### src/common/coreMon_macros.svh
`ifndef COREMON_MACROS_SVH
`define COREMON_MACROS_SVH

// ----------------------------------------
// trace widths
// ----------------------------------------

// full pc as shown on the trace port
`define PC_BITS 64

// low pc bits used for the table match
`define CMP_BITS 30

// ----------------------------------------
// limits and delays
// ----------------------------------------

`define STUCK_LIMIT 500     // repeated commits before the core counts as stuck
`define STUCK_CNT_BITS 10   // holds 0..STUCK_LIMIT

`define SLEEP_DELAY 20      // cycles from status latch to core reset
`define SLEEP_CNT_BITS 5    // holds 0..SLEEP_DELAY-1

`endif

### src/common/coreMonPkg.sv
`default_nettype none

`include "coreMon_macros.svh"

package coreMonPkg;

  // ----------------------------------------
  // addresses
  // ----------------------------------------
  typedef logic [`PC_BITS-1:0] pc_t;
  typedef logic [`CMP_BITS-1:0] cmpAddr_t;

  // write target of a config write
  typedef enum logic [2:0] {
    selPass    = 3'd0,
    selFail    = 3'd1,
    selFinish  = 3'd2,
    selToHost  = 3'd3,
    selFailAlt = 3'd4,
    selControl = 3'd5  // data[0] checkToHost, data[1] disableStuck, data[2] forceFail
  } tableSel_e;

  // ----------------------------------------
  // port bundles
  // ----------------------------------------
  typedef struct packed {
    logic      valid;
    tableSel_e sel;
    cmpAddr_t  data;
  } cfgWrite_t;

  typedef struct packed {
    logic valid;   // retired instruction shown
    logic commit;  // and it committed
    pc_t  pc;
  } traceBeat_t;

  typedef struct packed {
    cmpAddr_t passAddr;
    cmpAddr_t failAddr;
    cmpAddr_t finishAddr;   // zero leaves it unarmed
    cmpAddr_t toHostAddr;   // zero leaves it unarmed
    cmpAddr_t failAltAddr;  // zero leaves it unarmed
    logic     checkToHost;
    logic     disableStuck;
  } monitorCfg_t;

  typedef struct packed {
    logic passHit;
    logic failHit;
  } hits_t;

  typedef struct packed {
    logic pass;
    logic fail;
  } status_t;

endpackage

`default_nettype wire

### src/source/coreTestMonitor.sv
`timescale 1ns/1ps
`default_nettype none

// trace monitor for one core running a self-checking test
module coreTestMonitor (
  input  wire                          clk,
  input  wire                          pcFail,
  input  wire  coreMonPkg::cfgWrite_t  cfgWr,
  input  wire  coreMonPkg::traceBeat_t trace,
  output coreMonPkg::status_t          status,
  output logic                         pcStuck,
  output logic                         coreReset
);

  coreMonPkg::monitorCfg_t cfg;
  coreMonPkg::hits_t       hits;
  logic                    forceFail;  // one-cycle command

  // ----------------------------------------
  // config table
  // ----------------------------------------
  monitorRegs regs (
    .clk       (clk),
    .pcFail    (pcFail),
    .cfgWr     (cfgWr),
    .cfg       (cfg),
    .forceFail (forceFail)
  );

  // ----------------------------------------
  // trace checks
  // ----------------------------------------
  pcCheck check (
    .clk     (clk),
    .pcFail  (pcFail),
    .trace   (trace),
    .cfg     (cfg),
    .hits    (hits),
    .pcStuck (pcStuck)
  );

  // status and core sleep
  sleepSeq seq (
    .clk       (clk),
    .pcFail    (pcFail),
    .hits      (hits),
    .forceFail (forceFail),
    .cfg       (cfg),
    .status    (status),
    .coreReset (coreReset)
  );

endmodule

`default_nettype wire

### src/source/monitorRegs.sv
`timescale 1ns/1ps
`default_nettype none

// address table and control bits, written one entry per cycle
module monitorRegs (
  input  wire                          clk,
  input  wire                          pcFail,
  input  wire  coreMonPkg::cfgWrite_t  cfgWr,
  output coreMonPkg::monitorCfg_t      cfg,
  output logic                         forceFail
);

  logic tableWr;  // one of the five address entries
  logic ctrlWr;   // control word

  always_comb begin
    tableWr = cfgWr.valid && (cfgWr.sel != coreMonPkg::selControl);
    ctrlWr  = cfgWr.valid && (cfgWr.sel == coreMonPkg::selControl);
  end

  // ----------------------------------------
  // address entries
  // ----------------------------------------
  always_ff @(posedge clk or posedge pcFail) begin
    if (pcFail) begin
      cfg.passAddr    <= '0;
      cfg.failAddr    <= '0;
      cfg.finishAddr  <= '0;
      cfg.toHostAddr  <= '0;
      cfg.failAltAddr <= '0;
    end else if (tableWr) begin
      case (cfgWr.sel)
        coreMonPkg::selPass:    cfg.passAddr    <= cfgWr.data;
        coreMonPkg::selFail:    cfg.failAddr    <= cfgWr.data;
        coreMonPkg::selFinish:  cfg.finishAddr  <= cfgWr.data;
        coreMonPkg::selToHost:  cfg.toHostAddr  <= cfgWr.data;
        coreMonPkg::selFailAlt: cfg.failAltAddr <= cfgWr.data;
        default: begin
          // unused codes are dropped
        end
      endcase
    end
  end

  // ----------------------------------------
  // control bits
  // ----------------------------------------

  // levels, held until rewritten or reset
  always_ff @(posedge clk or posedge pcFail) begin
    if (pcFail) begin
      cfg.checkToHost  <= 1'b0;
      cfg.disableStuck <= 1'b0;
    end else if (ctrlWr) begin
      cfg.checkToHost  <= cfgWr.data[0];
      cfg.disableStuck <= cfgWr.data[1];
    end
  end

  // force-fail is a command, not a level
  // high for exactly the cycle after the write
  always_ff @(posedge clk or posedge pcFail) begin
    if (pcFail) begin
      forceFail <= 1'b0;
    end else begin
      forceFail <= ctrlWr && cfgWr.data[2];  // self-clears next cycle
    end
  end

endmodule

`default_nettype wire

### src/source/pcCheck.sv
`timescale 1ns/1ps
`default_nettype none

`include "coreMon_macros.svh"

// table compare on the trace pc plus the stuck-pc counter
module pcCheck (
  input  wire                            clk,
  input  wire                            pcFail,
  input  wire  coreMonPkg::traceBeat_t   trace,
  input  wire  coreMonPkg::monitorCfg_t  cfg,
  output coreMonPkg::hits_t              hits,
  output logic                           pcStuck
);

  localparam logic [`STUCK_CNT_BITS-1:0] stuckLimit = `STUCK_LIMIT;

  coreMonPkg::cmpAddr_t cmpPc;
  logic passMatch;
  logic failMatch;
  logic passMatchQ;  // compare stage
  logic failMatchQ;

  coreMonPkg::pc_t lastPc;  // last committed pc
  logic [`STUCK_CNT_BITS-1:0] stuckCnt;

  // ----------------------------------------
  // address compare
  // ----------------------------------------
  always_comb begin
    cmpPc = trace.pc[`CMP_BITS-1:0];

    // pass entry is always armed, the others only when nonzero
    passMatch = trace.valid && (
        (cmpPc == cfg.passAddr) ||
        ((cfg.finishAddr != '0) && (cmpPc == cfg.finishAddr)) ||
        ((cfg.toHostAddr != '0) && cfg.checkToHost && (cmpPc == cfg.toHostAddr)));

    failMatch = trace.valid && (
        (cmpPc == cfg.failAddr) ||
        ((cfg.failAltAddr != '0) && (cmpPc == cfg.failAltAddr)));
  end

  // two stages, compare then merge with stuck
  always_ff @(posedge clk or posedge pcFail) begin
    if (pcFail) begin
      passMatchQ <= 1'b0;
      failMatchQ <= 1'b0;
      hits       <= '0;
    end else begin
      passMatchQ   <= passMatch;
      failMatchQ   <= failMatch;
      hits.passHit <= passMatchQ;
      hits.failHit <= failMatchQ || pcStuck;  // stuck core counts as a fail
    end
  end

  // ----------------------------------------
  // stuck detector
  // ----------------------------------------
  always_ff @(posedge clk or posedge pcFail) begin
    if (pcFail) begin
      lastPc   <= '0;
      stuckCnt <= '0;
    end else if (trace.valid && trace.commit) begin
      lastPc <= trace.pc;
      if (trace.pc != lastPc) begin
        stuckCnt <= '0;  // moved on
      end else if (stuckCnt != stuckLimit) begin
        stuckCnt <= stuckCnt + 1'b1;
      end
    end
  end

  always_comb begin
    pcStuck = (stuckCnt == stuckLimit) && !cfg.disableStuck;
  end

endmodule

`default_nettype wire

### src/source/sleepSeq.sv
`timescale 1ns/1ps
`default_nettype none

`include "coreMon_macros.svh"

// latches the first pass/fail and puts the core to sleep after a delay
module sleepSeq (
  input  wire                            clk,
  input  wire                            pcFail,
  input  wire  coreMonPkg::hits_t        hits,
  input  wire                            forceFail,
  input  wire  coreMonPkg::monitorCfg_t  cfg,
  output coreMonPkg::status_t            status,
  output logic                           coreReset
);

  localparam logic [`SLEEP_CNT_BITS-1:0] lastTick = `SLEEP_DELAY - 1;

  logic anyHit;
  logic firstHit;  // first detection wins
  logic sleeping;  // delay running
  logic [`SLEEP_CNT_BITS-1:0] delayCnt;

  always_comb begin
    anyHit   = hits.passHit || hits.failHit;
    firstHit = anyHit && (status == '0) && !coreReset;
  end

  // ----------------------------------------
  // status latch
  // ----------------------------------------
  always_ff @(posedge clk or posedge pcFail) begin
    if (pcFail) begin
      status <= '0;
    end else if (forceFail) begin
      status.pass <= 1'b0;  // overrides any earlier pass
      status.fail <= 1'b1;
    end else if (firstHit) begin
      status.pass <= hits.passHit;
      status.fail <= hits.failHit;
    end
  end

  // ----------------------------------------
  // sleep delay
  // ----------------------------------------

  // coreReset sticks until the next reset
  always_ff @(posedge clk or posedge pcFail) begin
    if (pcFail) begin
      sleeping  <= 1'b0;
      delayCnt  <= '0;
      coreReset <= 1'b0;
    end else if (sleeping) begin
      if (delayCnt == lastTick) begin
        sleeping  <= 1'b0;
        coreReset <= 1'b1;
      end else begin
        delayCnt <= delayCnt + 1'b1;
      end
    end else if (firstHit && !cfg.disableStuck) begin
      sleeping <= 1'b1;  // core keeps running when stuck checks are off
      delayCnt <= '0;
    end
  end

endmodule

`default_nettype wire

### config.mk
export PLATFORM = sky130hd
export DESIGN_NAME = coreTestMonitor
export DESIGN_NICKNAME = d
export VERILOG_FILES = /design/src/common/coreMonPkg.sv /design/src/source/coreTestMonitor.sv /design/src/source/monitorRegs.sv /design/src/source/pcCheck.sv /design/src/source/sleepSeq.sv
export VERILOG_INCLUDE_DIRS = /design/src /design/src/common
export SDC_FILE = /design/constraint.sdc
export NUM_CORES = 1
export LEC_CHECK = 0
export ABC_AREA = 1
export ABC_CLOCK_PERIOD_IN_PS = 16900
export BUFFER_PORTS_ARGS = -buffer_cell sky130_fd_sc_hd__buf_2
export CORE_MARGIN = 8
export CORE_UTILIZATION = 60
export CTS_BUF_LIST = sky130_fd_sc_hd__clkbuf_16
export CTS_CLUSTER_SIZE = 28
export DETAILED_ROUTE_END_ITERATION = 7
export PLACE_DENSITY = 0.8
export SYNTH_ARGS = -nofsm -noshare
export SYNTH_HDL_FRONTEND = slang
export SYNTH_SLANG_ARGS = --single-unit
### constraint.sdc
create_clock -name clk -period 16.9 [get_ports clk]
set_input_delay 1.69 -clock clk [delete_from_list [all_inputs] [get_ports clk]]
set_output_delay 1.69 -clock clk [all_outputs]
set_load 0.05 [all_outputs]
# --- Word level (Yosys, flattened, before mapping) ---
# Index checks and enable logic that the tools add are counted.
totals:
  regBits: 240
  inputBits: 102
  out_inout_bits: 4
  elab_cells: 84
classes:
  add_sub_neg: 2
  eq_ne: 16
  n_mux: 10
  reduce_logical: 37
op_table:
  columns: ["cell", "count"]
  rows:
  - ["== test 30 bit", 5]
  - ["nonzero test 30 bit", 3]
  - ["inequality test 64 bit", 1]
  - ["2-to-1 mux 10 bit", 2]
  - ["AND reduction 2 bit", 8]
  - ["2-to-1 mux 5 bit", 3]
  - ["logical AND 1 bit", 14]
  - ["adder 10 x 1 -> 10 bit (second input constant)", 1]
  - ["== test 10 x 9 -> 1 bit (second input constant)", 1]
  - ["inequality test 10 x 9 -> 1 bit (second input constant)", 1]
  - ["== test 3 x 2 -> 1 bit (second input constant)", 2]
  - ["== test 3 bit (second input constant)", 2]
  - ["nonzero test 2 bit", 3]
  - ["adder 5 x 1 -> 5 bit (second input constant)", 1]
  - ["== test 5 bit (second input constant)", 1]
  - ["logical OR 1 bit", 5]
  - ["2-to-1 mux 2 bit", 2]
  - ["== test 3 x 1 -> 1 bit (second input constant)", 1]
  - ["logical NOT 3 bit", 1]
  - ["2-to-1 mux 1 bit", 3]
  - ["inequality test 3 bit (second input constant)", 1]
  - ["logical NOT 1 bit", 2]
  - ["logical NOT 2 bit", 1]
  - ["inequality test 2 bit (second input constant)", 1]

# --- Longest topological paths before layout ---
logic_depth:
  word_depth: 6
  depth_mapped: 14
  depth_no_buf: 13

# --- Hierarchy ---
# Synthesis repeated with hierarchy kept, for this count alone.
unflattened:
  cells_unflattened: 1927
  hier_area_um2: 13769.5
by_module_without_submodules:
  columns: ["module", "instances", "cells_per_inst", "area_each_um2"]
  rows:
  - ["pcCheck", 1, 1194, 7300.8]
  - ["monitorRegs", 1, 678, 5997.0]
  - ["sleepSeq", 1, 55, 471.7]

# --- Least setup slack after synthesis ---
# OpenSTA, ideal clock, no wires.
synth_timing:
  path_kind: "register to output"
  from: "register check.stuckCnt[0]"
  to: "output pcStuck"
  arrival_time_ps: 1717
  required_time_ps: 15210
  slack_ps: 13493
  path_stages_with_launch: 7
  path_cell_list: "dfrtp_1 inv_1 ha_1 inv_1 nor4_1 inv_1 nor2_1"
synth_between:
  elab_chain_cells: 2
synth_rtl:
  columns: ["item", "line", "source"]
  rows:
  - ["from (decl)", "pcCheck.sv:25", "logic [`STUCK_CNT_BITS-1:0] stuckCnt;"]
  - ["from (signal assigned)", "pcCheck.sv:70", "stuckCnt <= stuckCnt + 1'b1;"]
  - ["== test 10 x 9 -> 1 bit", "pcCheck.sv:76", "pcStuck = (stuckCnt == stuckLimit) && !cfg.disableStuck;"]
  - ["logical AND 1 bit", "pcCheck.sv:76", null]
  - ["to (decl)", "coreTestMonitor.sv:11", "output logic pcStuck,"]
# Every way passes these cells.

# --- Final worst setup path ---
# Ends and elaborated chain as after synthesis.

==> summary.txt <==
Floorplan
  • Height of the chip: 163 um
  • Ports: approximately 110
  • Die area: 26700 sq um
  • Initial Utilization: 0.604
  • Die width: 163 um
  • Row count: 54
  • Core area: around 22000 sq um

Global route
  • Initial antenna violation count: 1
  • GRT Overall Usage: 0.236
  • Gr ovfl total: 0
  • First-pass GRT wire length: approximately 52 mm
  • Largest net degree at the start of global routing: approximately 130
  • Vias in the first global route: 10.7k

Timing
  • Worst slew pin tran: ~1.1 ns
  • Fmax: 255 MHz
  • Final-report setup violation count: 0
  • Setup Skew: 0.0170 ns
  • Fin. Hold Viols: 0
  • Crit path time final: between 3 and 4 ns
  • Fin Setup TNS: 0 ns
  • Crit share post-route: 0.232
  • Max-Slew Margin vs Limit: 0.234
  • RSZ-0062 raised after global routing: false
  • Max-slew violations: 0

Power and ir drop
  • Sw Pwr: 0.000482 W
  • Clk pwr share: 0.352
  • Max VDD drop: about 0.000093 V
  • Internal: 0.00112 W
  • Reg power frac: 0.463
  • Final Power: ~0.0016 W
  • Sw Share: 0.302
  • Combinational share of power: 0.185
  • Total leakage power: between 7 and 8 nW
  • Pwr Density: 110 nW/um^2

CTS
  • CTS Root Cell: clkbuf_16
  • # clock sinks: 240
  • CTS buffer count: 26
  • Clock tree buffer depth: 3
  • CTS tree: yes
  • Worst-Skew Late Latency: about 0.55 ns
  • # H-tree levels: 1
  • Clk slew on worst S/H paths: 0.06 ns
  • Post-CTS setup repair buffer count: 0
  • # resized after CTS: 0
  • Post-CTS Hold Buffers: 0

Worst hold path
  • Worst hold endpoint: check.hits[1]$_DFF_PP0_
  • HP Class: register to register
  • Hold path cells: 0
  • Worst hold start: check.passMatchQ$_DFF_PP0_

Drt
  • Via count: 11.1k
  • Antenna Nets Post-Route: 0
  • Initial DRT Pass Iterations: 7
  • DR vias/cell: approximately 5.3
  • Violation count after the first detailed-routing iteration: 961
  • DRC errors left: 0
  • Post-Route WL: approximately 31 mm
  • Post-DR wirelength/cell: about 15 um

Critical path
  • Startpoint Class: register
  • Worst setup path category: register to output port
  • Critical path's slowest cell: dfrtp_1
  • Reg-to-reg critical path endpoint: seq.delayCnt[4]$_DFFE_PP0P_
  • Reg-to-Reg Start: seq.status[1]$_DFFE_PP0P_
  • Crit end category: output port
  • CP required: between 15 and 20 ns
  • Slowest stage delay, CP: approximately 0.41 ns
  • CP max FO: 4
  • Flop2flop setup slack: roughly 15 ns
  • CP Launch Point: check.stuckCnt[0]$_DFFE_PP0P_
  • Cell mode on critical path: inv_1
  • CP Cell Sequence: inv_1 > ha_1 > inv_1 > nor4_1 > inv_1 > nor2_1 > buf_2
  • Worst R2R Path Depth: 8
  • Worst path arrival time: around 2.2 ns

Synthesis
  • EDFF count, synth: 0
  • Syn Nets: around 1.9k
  • Synthesized area per cell: 7.46 sq um
  • Mapped cell area: 13000 sq um
  • #FFs+latches synth: between 200 and 250
  • Yosys warns: 0
  • Synth Flop Type: dfrtp_1
  • Synth Instances: approximately 1.7k
  • Cell type with the largest total area after synthesis: dfrtp_1
  • Most numerous cell in the Yosys netlist: nand2_1
  • Yosys top cell area share: 0.461
  • Sequential-to-total area share from yosys stat: 0.461
  • Post-synthesis cell type count: 26
  • Async set-reset flop share out of synthesis: 1.00
  • Top area cells in the synthesized netlist: dfrtp_1 (46%), nand2_1 (17%), o21ai_0 (8.4%)
  • Top cells by instance count after synthesis: nand2_1 (584), dfrtp_1 (240), o21ai_0 (218), inv_1 (190), nor2_1 (134)

Cells and area
  • Core Util, Final: 0.671
  • Final cell count without fillers: approximately 2.1k
  • Filler cells: approximately 1.8k
  • Layout cells sized above 1: 0.114
  • Nets: around 1.9k
  • Syn-to-layout area delta: 11.1%
  • Post-route cell area: 14500 sq um

Placement
  • Detail Placement HPWL: 22.1 mm
  • RD Place Congestion: 0.876
  • Cell area after placement: between 10000 and 15000 sq um
  • Placed Instances: around 2.1k
  • I/O Buffers: around 110

Outcome
  • Outcome: completed

Run
  • Max cap viols: 0
## through the flow
step | setup WS, ns | hold slack, ns
after detailed placement | 12.78 | 0.338
after floorplan | 8.62 | 0.331
after CTS | 12.97 | 0.352
after global routing | 12.76 | 0.355
after global placement | 12.86 | 0.334
final | 12.98 | 0.347
## layout by cell type, fill, tap and decap left out
| cell type | n |
|---|---|
| clkinv_1 | 4 |
| nand4_2 | 1 |
| nand4_1 | 37 |
| nand3_2 | 2 |
| clkbuf_16 | 26 |
| dfrtp_1 | 240 |
| clkinv_4 | 2 |
| ha_1 | 3 |
| inv_2 | 13 |
| bufinv_16 | 3 |
| nand2_4 | 1 |
| buf_2 | 105 |
| nand2_2 | 6 |
| inv_8 | 1 |
| clkinvlp_4 | 2 |
| inv_1 | 196 |
| nand2_1 | 581 |
| clkinv_2 | 3 |
| and2_1 | 2 |
| nor3_1 | 14 |
| nor4_1 | 9 |
| buf_4 | 4 |
| inv_4 | 1 |
| nor2_2 | 5 |
| or2_2 | 31 |
| nand3_1 | 46 |
| diode_2 | 1 |
| xor2_1 | 58 |
| xnor2_1 | 74 |
| nor2_1 | 134 |
| o21ai_0 | 218 |
| a21oi_1 | 5 |
| a21boi_0 | 1 |
| clkinv_8 | 1 |
| nor2_8 | 1 |
## how the worst max path moves through the flow
| stage | end | depth (start not counted) |
|---|---|---|
| finish | pcStuck | 7 |
| global route | pcStuck | 7 |
| CTS | pcStuck | 7 |
| detailed placement | check.stuckCnt[8]$_DFFE_PP0P_ | 7 |
| global placement | check.stuckCnt[8]$_DFFE_PP0P_ | 7 |
| floorplan | check.failMatchQ$_DFF_PP0_ | 1 |
## logic make-up (layout without fill, tap and decap cells)
logic type               Yosys count  after routing  share of synthesized area
AO/OA/AOI/OAI                    224            224                     0.0863
adder cells (fa/ha/maj)            3              3                    0.00288
AND/OR/NAND/NOR                  870            870                      0.276
other                              0              1                          0
flip-flops                       240            240                      0.461
buffers and inverters            276            361                     0.0850
XOR/XNOR                         132            132                     0.0888
## power by group through the flow
stage | Sequential, W | Combinational (W) | Clock, W
final | 0.000740 | 0.000295 | 0.000563
after global routing | 0.000752 | 0.000341 | 0.000589
after CTS | 0.000739 | 0.000296 | 0.000569
after detailed placement | 0.000747 | 0.000293 | 0
after global placement | 0.000744 | 0.000282 | 0
after floorplan | 0.000732 | 0.000229 | 0
## registers in the layout, indices dropped and copies added (netlist names)
register          cells
regs.cfg            152
check.passMatchQ      1
check.lastPc         64
regs.forceFail        1
check.stuckCnt       10
seq.delayCnt          5
seq.coreReset         1
check.failMatchQ      1
seq.status            2
check.hits            2
seq.sleeping          1
## routing by layer
layer / track usage / routed length (um) / share of wire / vias up
met5: 0 / 0 / 0 / -
met2: 0.381 / 14600 / 0.46 / 340
met1: 0.319 / 13900 / 0.44 / 5176
met3: 0.0381 / 1940 / 0.062 / 68
li1: - / - / - / 5539
met4: 0.0817 / 915 / 0.029 / 0
## worst max-delay path: cells and delay by family (launching register included)
kind	cells	cell delay, ns
fa+ha+maj	1	0.19
buf+inv	4	0.54
flops	1	0.41
simple gates	2	0.54
## area by class of cell
cell class                      instances  area [sq um]  share of cell area
Antenna cell                            1          2.50            0.000173
Clock buffer                           26           651              0.0450
Clock inverter                         21           191              0.0132
Inverter                              205           779              0.0539
Multi-Input combinational cell       1229          5930               0.410
Sequential cell                       240          6010               0.415
Tap cell                              280           350              0.0242
Timing Repair Buffer                  109           556              0.0384
(Power assumes the default switching activity.)
